==> src/logic/aip_cfg_pkg.sv <==
// Register map and bus types; word addressed, full 32-bit accesses only, no byte select
package aip_cfg_pkg;

    // Word address width of the register space
    localparam int ADDR_W = 5;

    // Control word, then 24 coefficients at REG_COEFF_BASE + chn*4 + kind
    // Kind order is ke, b, kqe, bq
    localparam logic [ADDR_W-1:0] REG_CTRL       = 5'd0;
    localparam logic [ADDR_W-1:0] REG_COEFF_BASE = 5'd8;

    // Wishbone classic master request
    typedef struct packed {
        logic              cyc;
        logic              stb;
        logic              we;
        logic [ADDR_W-1:0] adr;
        logic [31:0]       dat;
    } wb_req_t;

    // Wishbone classic slave response
    typedef struct packed {
        logic        ack;
        logic [31:0] dat;
    } wb_rsp_t;

    // Scan control fields, bit 24 down to bit 0 of the control word
    typedef struct packed {
        logic        run;
        logic [11:0] period_us;
        logic [5:0]  diag_mode;
        logic [5:0]  chn_enable;
    } scan_cfg_t;

    typedef struct packed {
        logic [6:0] rsvd;
        scan_cfg_t  cfg;
    } reg_ctl_t;

    // One bus word, seen as a coefficient or as the control word
    typedef union packed {
        logic signed [31:0] coeff;
        reg_ctl_t           ctl;
    } reg_word_u;

endpackage

==> src/logic/aip_data_pkg.sv <==
// Datapath types; samples are signed integers, coefficients signed Q16.16, math wraps at 32 bits
package aip_data_pkg;

    localparam int NUM_CHN  = 6;
    localparam int FRAC_W   = 16;

    // Clock cycles per microsecond tick
    localparam int TICK_DIV = 125;

    typedef logic        [2:0]  chn_idx_t;
    typedef logic signed [15:0] sample_t;
    typedef logic signed [31:0] coeff_t;

    // Coefficient set of one channel
    typedef struct packed {
        coeff_t ke;
        coeff_t b;
        coeff_t kqe;
        coeff_t bq;
    } chn_coeff_t;

    // Engineering value of one channel
    typedef struct packed {
        logic     valid;
        chn_idx_t chn;
        coeff_t   value;
    } chn_result_t;

    // Diagnostic substitutes, b is zero
    localparam sample_t DIAG_SAMPLE = 16'sd4177;
    localparam coeff_t  DIAG_KE     = 32'sh0001_0000;    // 1.0
    localparam coeff_t  DIAG_KQE    = 32'sh0006_4000;    // 6.25
    localparam coeff_t  DIAG_BQ     = 32'shFFE7_0000;    // -25.0

    typedef enum logic [2:0] {
        S_IDLE,
        S_CHN,
        S_STEP1,
        S_STEP2,
        S_DONE
    } scan_state_t;

endpackage

==> src/logic/aip_coeff_regs.sv <==
// Wishbone classic slave, one wait state per access; unmapped reads return zero, writes are dropped
`timescale 1ns/1ps

module aip_coeff_regs (
    input  logic                     clk_sys,
    input  logic                     rst_sys_n,
    input  aip_cfg_pkg::wb_req_t     wb_req,
    output aip_cfg_pkg::wb_rsp_t     wb_rsp,
    input  aip_data_pkg::chn_idx_t   chn_sel,
    output aip_cfg_pkg::scan_cfg_t   cfg,
    output aip_data_pkg::chn_coeff_t coeff_set
);

    aip_cfg_pkg::scan_cfg_t  cfg_q;
    aip_data_pkg::coeff_t    coeff_q [aip_data_pkg::NUM_CHN*4];
    aip_cfg_pkg::reg_word_u  wr_word;
    aip_cfg_pkg::reg_word_u  rd_word;
    logic                    ack_q;
    logic [31:0]             rd_q;
    logic                    access;
    logic                    coeff_hit;
    logic [aip_cfg_pkg::ADDR_W-1:0] coeff_idx;

    //------------------------------------------------------------
    // Address decode
    //------------------------------------------------------------
    assign access    = wb_req.cyc && wb_req.stb && !ack_q;
    assign coeff_hit = (wb_req.adr >= aip_cfg_pkg::REG_COEFF_BASE);
    assign coeff_idx = wb_req.adr - aip_cfg_pkg::REG_COEFF_BASE;
    assign wr_word   = wb_req.dat;

    always_comb begin
        rd_word = '0;
        if (wb_req.adr == aip_cfg_pkg::REG_CTRL) begin
            rd_word.ctl.cfg = cfg_q;
        end else if (coeff_hit) begin
            rd_word.coeff = coeff_q[coeff_idx];
        end
    end

    //------------------------------------------------------------
    // Registers, ack and read data
    //------------------------------------------------------------
    always_ff @(posedge clk_sys or negedge rst_sys_n) begin
        if (!rst_sys_n) begin
            ack_q <= 1'b0;
            rd_q  <= '0;
            cfg_q <= '0;
            for (int i = 0; i < aip_data_pkg::NUM_CHN*4; i++) begin
                coeff_q[i] <= '0;
            end
        end else begin
            ack_q <= access;
            if (access) begin
                rd_q <= rd_word;
            end
            if (access && wb_req.we) begin
                if (wb_req.adr == aip_cfg_pkg::REG_CTRL) begin
                    cfg_q <= wr_word.ctl.cfg;
                end else if (coeff_hit) begin
                    coeff_q[coeff_idx] <= wr_word.coeff;
                end
            end
        end
    end

    assign wb_rsp.ack = ack_q;
    assign wb_rsp.dat = rd_q;
    assign cfg        = cfg_q;

    // Coefficient set of the channel under conversion
    always_comb begin
        coeff_set = '0;
        if (chn_sel < aip_data_pkg::NUM_CHN) begin
            coeff_set.ke  = coeff_q[{chn_sel, 2'd0}];
            coeff_set.b   = coeff_q[{chn_sel, 2'd1}];
            coeff_set.kqe = coeff_q[{chn_sel, 2'd2}];
            coeff_set.bq  = coeff_q[{chn_sel, 2'd3}];
        end
    end

endmodule

==> src/logic/aip_mac_unit.sv <==
// Pipelined Q16.16 multiply-add, two cycles of latency, one new operation per cycle
`timescale 1ns/1ps

module aip_mac_unit (
    input  logic                 clk_sys,
    input  logic                 rst_sys_n,
    input  logic                 mac_start,
    input  aip_data_pkg::coeff_t mac_x,
    input  aip_data_pkg::coeff_t mac_k,
    input  aip_data_pkg::coeff_t mac_c,
    output logic                 mac_done,
    output aip_data_pkg::coeff_t mac_y
);

    logic signed [63:0]   prod_q;
    aip_data_pkg::coeff_t add_q;
    logic                 stage1_vld_q;

    //------------------------------------------------------------
    // Valid pipe
    //------------------------------------------------------------
    always_ff @(posedge clk_sys or negedge rst_sys_n) begin
        if (!rst_sys_n) begin
            stage1_vld_q <= 1'b0;
            mac_done     <= 1'b0;
        end else begin
            stage1_vld_q <= mac_start;
            mac_done     <= stage1_vld_q;
        end
    end

    //------------------------------------------------------------
    // Datapath
    //------------------------------------------------------------

    // Full signed product, addend travels alongside
    always_ff @(posedge clk_sys) begin
        prod_q <= mac_x * mac_k;
        add_q  <= mac_c;
    end

    // Drop the fraction of the product, add, wrap to 32 bits
    always_ff @(posedge clk_sys) begin
        mac_y <= aip_data_pkg::coeff_t'(prod_q >>> aip_data_pkg::FRAC_W) + add_q;
    end

endmodule

==> src/logic/aip_sample_bank.sv <==
// Newest sample per channel; a strobe in the same cycle as take keeps the channel fresh
`timescale 1ns/1ps

module aip_sample_bank (
    input  logic                                              clk_sys,
    input  logic                                              rst_sys_n,
    input  logic                 [aip_data_pkg::NUM_CHN-1:0]  smp_valid,
    input  aip_data_pkg::sample_t [aip_data_pkg::NUM_CHN-1:0] smp_data,
    input  aip_data_pkg::chn_idx_t                            chn_sel,
    input  logic                                              take,
    output aip_data_pkg::sample_t                             sample,
    output logic                                              fresh
);

    aip_data_pkg::sample_t            smp_q [aip_data_pkg::NUM_CHN];
    logic [aip_data_pkg::NUM_CHN-1:0] fresh_q;

    always_ff @(posedge clk_sys) begin
        for (int i = 0; i < aip_data_pkg::NUM_CHN; i++) begin
            if (smp_valid[i]) begin
                smp_q[i] <= smp_data[i];
            end
        end
    end

    // Set by a new sample, cleared once the controller consumes it
    always_ff @(posedge clk_sys or negedge rst_sys_n) begin
        if (!rst_sys_n) begin
            fresh_q <= '0;
        end else begin
            for (int i = 0; i < aip_data_pkg::NUM_CHN; i++) begin
                if (smp_valid[i]) begin
                    fresh_q[i] <= 1'b1;
                end else if (take && chn_sel == aip_data_pkg::chn_idx_t'(i)) begin
                    fresh_q[i] <= 1'b0;
                end
            end
        end
    end

    always_comb begin
        sample = '0;
        fresh  = 1'b0;
        if (chn_sel < aip_data_pkg::NUM_CHN) begin
            sample = smp_q[chn_sel];
            fresh  = fresh_q[chn_sel];
        end
    end

endmodule

==> src/logic/aip_scan_ctrl.sv <==
// Scan sequencer; period counts only while idle with run set, a running scan always completes
`timescale 1ns/1ps

module aip_scan_ctrl (
    input  logic                      clk_sys,
    input  logic                      rst_sys_n,
    input  aip_cfg_pkg::scan_cfg_t    cfg,
    input  aip_data_pkg::chn_coeff_t  coeff_set,
    input  aip_data_pkg::sample_t     sample,
    input  logic                      fresh,
    output aip_data_pkg::chn_idx_t    chn_sel,
    output logic                      take,
    output logic                      mac_start,
    output aip_data_pkg::coeff_t      mac_x,
    output aip_data_pkg::coeff_t      mac_k,
    output aip_data_pkg::coeff_t      mac_c,
    input  logic                      mac_done,
    input  aip_data_pkg::coeff_t      mac_y,
    output aip_data_pkg::chn_result_t result,
    output logic                      scan_done
);

    aip_data_pkg::scan_state_t state_q;
    aip_data_pkg::chn_idx_t    chn_q;
    aip_data_pkg::sample_t     smp_sel;
    aip_data_pkg::chn_idx_t    res_chn_q;
    aip_data_pkg::coeff_t      res_value_q;
    logic [$clog2(aip_data_pkg::TICK_DIV)-1:0] us_cnt_q;
    logic [11:0]               per_cnt_q;
    logic                      timing;
    logic                      us_tick;
    logic                      scan_go;
    logic                      convert;
    logic                      diag;
    logic                      last_chn;
    logic                      res_valid_q;

    //------------------------------------------------------------
    // Microsecond prescaler and period timer
    //------------------------------------------------------------
    assign timing  = cfg.run && (state_q == aip_data_pkg::S_IDLE);
    assign us_tick = (us_cnt_q == aip_data_pkg::TICK_DIV - 1);
    assign scan_go = timing && us_tick &&
                     (({1'b0, per_cnt_q} + 13'd1) >= {1'b0, cfg.period_us});

    always_ff @(posedge clk_sys or negedge rst_sys_n) begin
        if (!rst_sys_n) begin
            us_cnt_q  <= '0;
            per_cnt_q <= '0;
        end else if (!timing) begin
            us_cnt_q  <= '0;
            per_cnt_q <= '0;
        end else if (us_tick) begin
            us_cnt_q  <= '0;
            per_cnt_q <= scan_go ? 12'd0 : per_cnt_q + 12'd1;
        end else begin
            us_cnt_q  <= us_cnt_q + 1'b1;
        end
    end

    //------------------------------------------------------------
    // Channel walk
    //------------------------------------------------------------
    assign convert  = cfg.chn_enable[chn_q] && fresh;
    assign diag     = cfg.diag_mode[chn_q];
    assign last_chn = (chn_q == aip_data_pkg::chn_idx_t'(aip_data_pkg::NUM_CHN - 1));
    assign smp_sel  = diag ? aip_data_pkg::DIAG_SAMPLE : sample;
    assign chn_sel  = chn_q;
    assign take     = (state_q == aip_data_pkg::S_CHN) && convert;

    always_ff @(posedge clk_sys or negedge rst_sys_n) begin
        if (!rst_sys_n) begin
            state_q     <= aip_data_pkg::S_IDLE;
            chn_q       <= '0;
            mac_start   <= 1'b0;
            res_valid_q <= 1'b0;
            scan_done   <= 1'b0;
        end else begin
            mac_start   <= 1'b0;
            res_valid_q <= 1'b0;
            scan_done   <= 1'b0;
            case (state_q)
                aip_data_pkg::S_IDLE: begin
                    chn_q <= '0;
                    if (scan_go) begin
                        state_q <= aip_data_pkg::S_CHN;
                    end
                end
                aip_data_pkg::S_CHN: begin
                    if (convert) begin
                        mac_start <= 1'b1;
                        state_q   <= aip_data_pkg::S_STEP1;
                    end else if (last_chn) begin
                        state_q <= aip_data_pkg::S_DONE;
                    end else begin
                        chn_q <= chn_q + 1'b1;
                    end
                end
                aip_data_pkg::S_STEP1: begin
                    if (mac_done) begin
                        mac_start <= 1'b1;
                        state_q   <= aip_data_pkg::S_STEP2;
                    end
                end
                aip_data_pkg::S_STEP2: begin
                    if (mac_done) begin
                        res_valid_q <= 1'b1;
                        if (last_chn) begin
                            state_q <= aip_data_pkg::S_DONE;
                        end else begin
                            chn_q   <= chn_q + 1'b1;
                            state_q <= aip_data_pkg::S_CHN;
                        end
                    end
                end
                // Extra cycle keeps scan_done clear of the last result
                aip_data_pkg::S_DONE: begin
                    scan_done <= 1'b1;
                    state_q   <= aip_data_pkg::S_IDLE;
                end
                default: begin
                    state_q <= aip_data_pkg::S_IDLE;
                end
            endcase
        end
    end

    //------------------------------------------------------------
    // Operands and result
    //------------------------------------------------------------
    always_ff @(posedge clk_sys) begin
        if (state_q == aip_data_pkg::S_CHN && convert) begin
            // Sample as a Q16.16 integer
            mac_x <= aip_data_pkg::coeff_t'(smp_sel) << aip_data_pkg::FRAC_W;
            mac_k <= diag ? aip_data_pkg::DIAG_KE : coeff_set.ke;
            mac_c <= diag ? '0 : coeff_set.b;
        end else if (state_q == aip_data_pkg::S_STEP1 && mac_done) begin
            mac_x <= mac_y;
            mac_k <= diag ? aip_data_pkg::DIAG_KQE : coeff_set.kqe;
            mac_c <= diag ? aip_data_pkg::DIAG_BQ : coeff_set.bq;
        end
        if (state_q == aip_data_pkg::S_STEP2 && mac_done) begin
            res_chn_q   <= chn_q;
            res_value_q <= mac_y;
        end
    end

    assign result.valid = res_valid_q;
    assign result.chn   = res_chn_q;
    assign result.value = res_value_q;

endmodule

==> src/logic/aip_top.sv <==
// Six-channel scan top; results leave in ascending channel order, scan_done closes each scan
`timescale 1ns/1ps

module aip_top (
    input  logic                                              clk_sys,
    input  logic                                              rst_sys_n,
    input  aip_cfg_pkg::wb_req_t                              wb_req,
    output aip_cfg_pkg::wb_rsp_t                              wb_rsp,
    input  logic                 [aip_data_pkg::NUM_CHN-1:0]  smp_valid,
    input  aip_data_pkg::sample_t [aip_data_pkg::NUM_CHN-1:0] smp_data,
    output aip_data_pkg::chn_result_t                         result,
    output logic                                              scan_done
);

    aip_cfg_pkg::scan_cfg_t   cfg;
    aip_data_pkg::chn_coeff_t coeff_set;
    aip_data_pkg::chn_idx_t   chn_sel;
    aip_data_pkg::sample_t    sample;
    aip_data_pkg::coeff_t     mac_x;
    aip_data_pkg::coeff_t     mac_k;
    aip_data_pkg::coeff_t     mac_c;
    aip_data_pkg::coeff_t     mac_y;
    logic                     fresh;
    logic                     take;
    logic                     mac_start;
    logic                     mac_done;

    aip_coeff_regs u_coeff_regs (
        .clk_sys   (clk_sys),
        .rst_sys_n (rst_sys_n),
        .wb_req    (wb_req),
        .wb_rsp    (wb_rsp),
        .chn_sel   (chn_sel),
        .cfg       (cfg),
        .coeff_set (coeff_set)
    );

    aip_sample_bank u_sample_bank (
        .clk_sys   (clk_sys),
        .rst_sys_n (rst_sys_n),
        .smp_valid (smp_valid),
        .smp_data  (smp_data),
        .chn_sel   (chn_sel),
        .take      (take),
        .sample    (sample),
        .fresh     (fresh)
    );

    aip_scan_ctrl u_scan_ctrl (
        .clk_sys   (clk_sys),
        .rst_sys_n (rst_sys_n),
        .cfg       (cfg),
        .coeff_set (coeff_set),
        .sample    (sample),
        .fresh     (fresh),
        .chn_sel   (chn_sel),
        .take      (take),
        .mac_start (mac_start),
        .mac_x     (mac_x),
        .mac_k     (mac_k),
        .mac_c     (mac_c),
        .mac_done  (mac_done),
        .mac_y     (mac_y),
        .result    (result),
        .scan_done (scan_done)
    );

    aip_mac_unit u_mac_unit (
        .clk_sys   (clk_sys),
        .rst_sys_n (rst_sys_n),
        .mac_start (mac_start),
        .mac_x     (mac_x),
        .mac_k     (mac_k),
        .mac_c     (mac_c),
        .mac_done  (mac_done),
        .mac_y     (mac_y)
    );

endmodule

==> config.mk <==
export PLATFORM = sky130hd
export DESIGN_NAME = aip_top
export DESIGN_NICKNAME = d
export VERILOG_FILES = /design/src/logic/aip_cfg_pkg.sv /design/src/logic/aip_data_pkg.sv /design/src/logic/aip_coeff_regs.sv /design/src/logic/aip_mac_unit.sv /design/src/logic/aip_sample_bank.sv /design/src/logic/aip_scan_ctrl.sv /design/src/logic/aip_top.sv
export SDC_FILE = /design/constraint.sdc
export NUM_CORES = 2
export LEC_CHECK = 0
export ABC_CLOCK_PERIOD_IN_PS = 22300
export BUFFER_PORTS_ARGS = -buffer_cell sky130_fd_sc_hd__buf_2
export CAP_MARGIN = 20
export CORE_MARGIN = 2
export CORE_UTILIZATION = 51
export DETAILED_ROUTE_END_ITERATION = 10
export HOLD_SLACK_MARGIN = 0.06
export PLACE_DENSITY = 0.69
export SLEW_MARGIN = 0
export SYNTH_ARGS = -nofsm -noshare
export SYNTH_HDL_FRONTEND = slang
export SYNTH_SLANG_ARGS = --single-unit
==> constraint.sdc <==
create_clock -name clk_sys -period 22.3 [get_ports clk_sys]
set_clock_uncertainty 0.05 [all_clocks]
set_input_delay 4.46 -clock clk_sys [delete_from_list [all_inputs] [get_ports clk_sys]]
set_output_delay 4.46 -clock clk_sys [all_outputs]
set_load 0.02 [all_outputs]
==> flow_metrics.py <==
metrics = {
    "run_status": {
        "run_status": "finished clean",
    },
    "grt": {
        "grt-ovfl-total": 0,
        "antenna_found_initial": 26,
        "grt_max_degree": 187,
        "first_global_vias": 60514,
        "grt_use_total_pct": 29.6,
        "grt_pass1_wl_um": 378000,
    },
    "critical_path": {
        "r2r_start": "u_scan_ctrl.mac_x[15]",
        "start_kind": "flip-flop",
        "cpPeakStageDelay_ns": 0.63,
        "crit_fanout": 22,
        "end_kind": "flip-flop",
        "r2r_cells": 26,
        "crit_required_ns": 22.93,
        "crit_cells": 26,
        "cpMaxStageDelayCell": "dfxtp_1",
        "crit_type": "flip-flop to flip-flop",
        "reg2reg_slack_ns": 14.07,
        "r2r_end": "u_mac_unit.prod_q[42]",
        "cp_common_cell": "fa_1",
        "worstSetupStartpoint": "u_scan_ctrl.mac_x[15]",
        "worstPathArrival_ns": 8.86,
        "cpLargestDelayFamily": "adder cells",
        "critPathBufInv": 6,
    },
    "place": {
        "gp_congestion": 0.888,
        "postPlaceCellArea_sq_um": 87600,
        "dp_hpwl_um": 164000,
        "place_inst": 9208,
        "dpl_worst_slack_ns": 13.93,
        "io_buffers": 213,
    },
    "floorplan": {
        "die-area_sq_um": 170000,
        "io_pins": 214,
        "start_util_pct": 51.4,
        "rows": 149,
        "core_sq_um": 165000,
        "die_w_um": 412,
        "fp.dieH_um": 412,
    },
    "worst_hold_path": {
        "whs_endpoint": "u_mac_unit.add_q[9]",
        "min_from": "u_scan_ctrl.mac_c[9]",
        "hold_path_class": "flip-flop to flip-flop",
        "worst_hold_path.num_cells": 0,
    },
    "timing": {
        "hold_viol_final": 0,
        "slew_headroom_pct": 23.6,
        "tightest_slew_ns": 1.14,
        "setup_ws_ns": 14.07,
        "finalSetupViolations": 0,
        "whs_ns": 0.292,
        "fin_crit_sh_pct": 36.9,
        "rsz0062_at_grt": "false",
        "min_period_ns": 8.23,
        "tns_ns": 0,
        "maxSlewViolCount": 0,
        "fmax_mhz": 121,
    },
    "clock_network": {
        "clk_path_buf_depth": 3,
        "cts_made_buffers": 113,
        "cts_tree": "yes",
        "worst_skew_pair.late_latency_ns": 0.76,
        "holdBufCountCts": 0,
        "clockRootBuffer": "clkbuf_16",
        "clkSinkCount": 1185,
        "postCtsSetupBuffers": 0,
        "cts.htree.levels": 3,
        "clk_pin_slew_ns": 0.07,
        "cts-resized-gates": 0,
    },
    "yosys": {
        "synth_ff_type": "dfrtp_1",
        "synth-async-reset-ratio_pct": 72.7,
        "yosysWarnings": 0,
        "syn-num-nets": 8415,
        "synth_area_per_cell_sq_um": 11.8,
        "synth_seq_cells": 1185,
        "ys_types": 76,
        "synth_area_sq_um": 84800,
        "syn_inst": 7214,
        "ys_seq_area_share_pct": 35.5,
        "synth_edf_count": 211,
    },
    "power_and_ir_drop": {
        "seqPwrFrac_pct": 50.2,
        "power_mw": 4.77,
        "leakage_nw": 41.8,
        "power_frac_comb_pct": 7.7,
        "p_per_area_nw_per_um2": 52.0,
        "clkPwrFrac_pct": 42.1,
        "p_int_mw": 3.59,
        "switching_share_pct": 24.6,
        "p_sw_mw": 1.17,
        "ir_worst_vdd_v": 0.0000670,
    },
    "final_layout": {
        "largestRegisters": "u_coeff_regs.coeff_q (768), u_sample_bank.smp_q (96)",
        "fin_util_pct": 55.5,
        "drive_above_1_share_pct": 21.9,
        "largest-register": "u_coeff_regs.coeff_q",
        "nets": 8339,
        "largest_reg_flops": 768,
        "area_delta_synth_final_pct": 7.97,
        "final_area_sq_um": 91600,
        "instances_no_fill": 9429,
    },
    "route": {
        "viasPerCell": 6.12,
        "vias": 57676,
        "finalWirelength_um": 247000,
        "first_pass_iters": 5,
        "antenna_left": 0,
        "detail_route.wl_per_cell_um": 26.2,
        "route.detailed.drc": 0,
        "drtIter0Drc": 5458,
    },
    "run": {
        "maxCapViolCount": 0,
    },
}
[worst reg2reg max path, stage by stage, from the launching register on]
cell and delay (ns):
dfxtp_1 0.63, buf_4 0.49, nand2_1 0.15, fa_1 0.50
fa_1 0.51, inv_1 0.06, fa_1 0.50, inv_1 0.05
fa_1 0.47, fa_1 0.54, inv_1 0.06, fa_1 0.41
inv_1 0.08, fa_1 0.43, fa_1 0.49, inv_1 0.04
ha_1 0.32, a21oi_1 0.14, o21ai_1 0.11, or2_2 0.31
a31oi_1 0.55, o31ai_4 0.19, o31ai_1 0.26, nand2_1 0.12
a21o_1 0.25, a41oi_1 0.27, xnor2_1 0.15
[Yosys cell counts, types with 11 or more instances]
master,n,area share (%)
a21o_1,42,0.37
a21oi_1,166,0.98
a22oi_1,26,0.23
and2_1,450,3.3
buf_1,63,0.28
buf_2,81,0.48
buf_6,12,0.16
clkbuf_1,364,1.6
dfrtp_1,862,25
dfxtp_1,112,2.6
edfxtp_1,211,7.5
fa_1,839,20
ha_1,218,3.2
inv_1,850,3.8
mux2_1,90,1.2
mux2_2,704,9.3
mux2i_1,179,2.1
mux4_2,275,7.3
nand2_1,666,2.9
nand2b_1,20,0.15
nand3_1,120,0.71
nor2_1,148,0.65
nor2b_1,23,0.17
nor3_1,11,0.065
o21ai_0,242,1.4
o221ai_1,92,0.95
o22ai_1,93,0.69
xnor2_1,79,0.82
xor2_1,37,0.38
[power groups by stage]
| stage | sequential (mW) | clock [mW] | combinational [mW] |
|---|---|---|---|
| after floorplan | 2.40 | 0 | 0.225 |
| after global placement | 2.43 | 0 | 0.351 |
| after detailed placement | 2.43 | 0 | 0.361 |
| after CTS | 2.39 | 2.03 | 0.361 |
| after global routing | 2.40 | 2.11 | 0.391 |
| final | 2.39 | 2.01 | 0.365 |
[final cells by class]
class	count	area [sq um]
Antenna cell	7	17.5
Clock buffer	145	3160
Clock inverter	65	672
Fill cell	13700	73400
Inverter	851	3200
Multi-Input combinational cell	4649	49500
Sequential cell	1185	30200
Tap cell	2189	2740
Timing Repair Buffer	338	2170
[routing by layer]
layer	part of all wire, %	vias to the layer above	GRT usage, %
met2	48	2748	47.7
met3	8.3	639	5.66
met4	5.1	18	13.6
met5	0.049	-	0
met1	39	30341	39.0
li1	-	23930	-
[how the worst max path moves through the flow]
stage,slack [ns],to
after detailed placement,13.93,u_scan_ctrl.per_cnt_q[2]
after floorplan,15.03,u_mac_unit.prod_q[47]
after CTS,14.14,u_mac_unit.prod_q[42]
after global routing,13.80,u_mac_unit.prod_q[42]
after global placement,14.00,u_coeff_regs.coeff_q[217]
final,14.07,u_mac_unit.prod_q[42]
[kinds of logic (layout without fill, tap and decap cells)]
group | after synthesis | after routing | synth area share, %
AO/OA/AOI/OAI | 737 | 737 | 5.41
XOR/XNOR | 116 | 116 | 1.20
adder cells (fa/ha/maj) | 1057 | 1057 | 23.0
buffers and inverters | 1380 | 1399 | 6.37
flip-flops | 1185 | 1185 | 35.5
multiplexers | 1248 | 1248 | 20.0
other | 0 | 7 | 0
AND/OR/NAND/NOR | 1491 | 1491 | 8.50
[layout by cell type, fill, tap and decap left out, types with 10 or more instances in the layout]
cell type	instances
a21o_1	41
clkbuf_8	20
mux4_2	275
nand2_1	665
nor2_4	25
buf_4	117
o22ai_1	93
mux2_2	704
o221ai_1	92
dfrtp_1	860
nand3_1	120
xor2_1	37
bufinv_16	10
a21oi_1	166
a211oi_1	10
clkbuf_16	114
dfxtp_1	103
ha_1	217
clkbuf_1	12
inv_1	849
nor2_1	129
clkinv_2	30
mux2i_1	179
o21ai_0	241
fa_1	839
a22oi_1	26
nand2b_1	19
buf_2	209
xnor2_1	79
and2_1	450
o21a_1	10
edfxtp_1	211
nor2b_1	23
mux2_1	90
clkinvlp_4	10
Power figures use the tool's default switching activity.
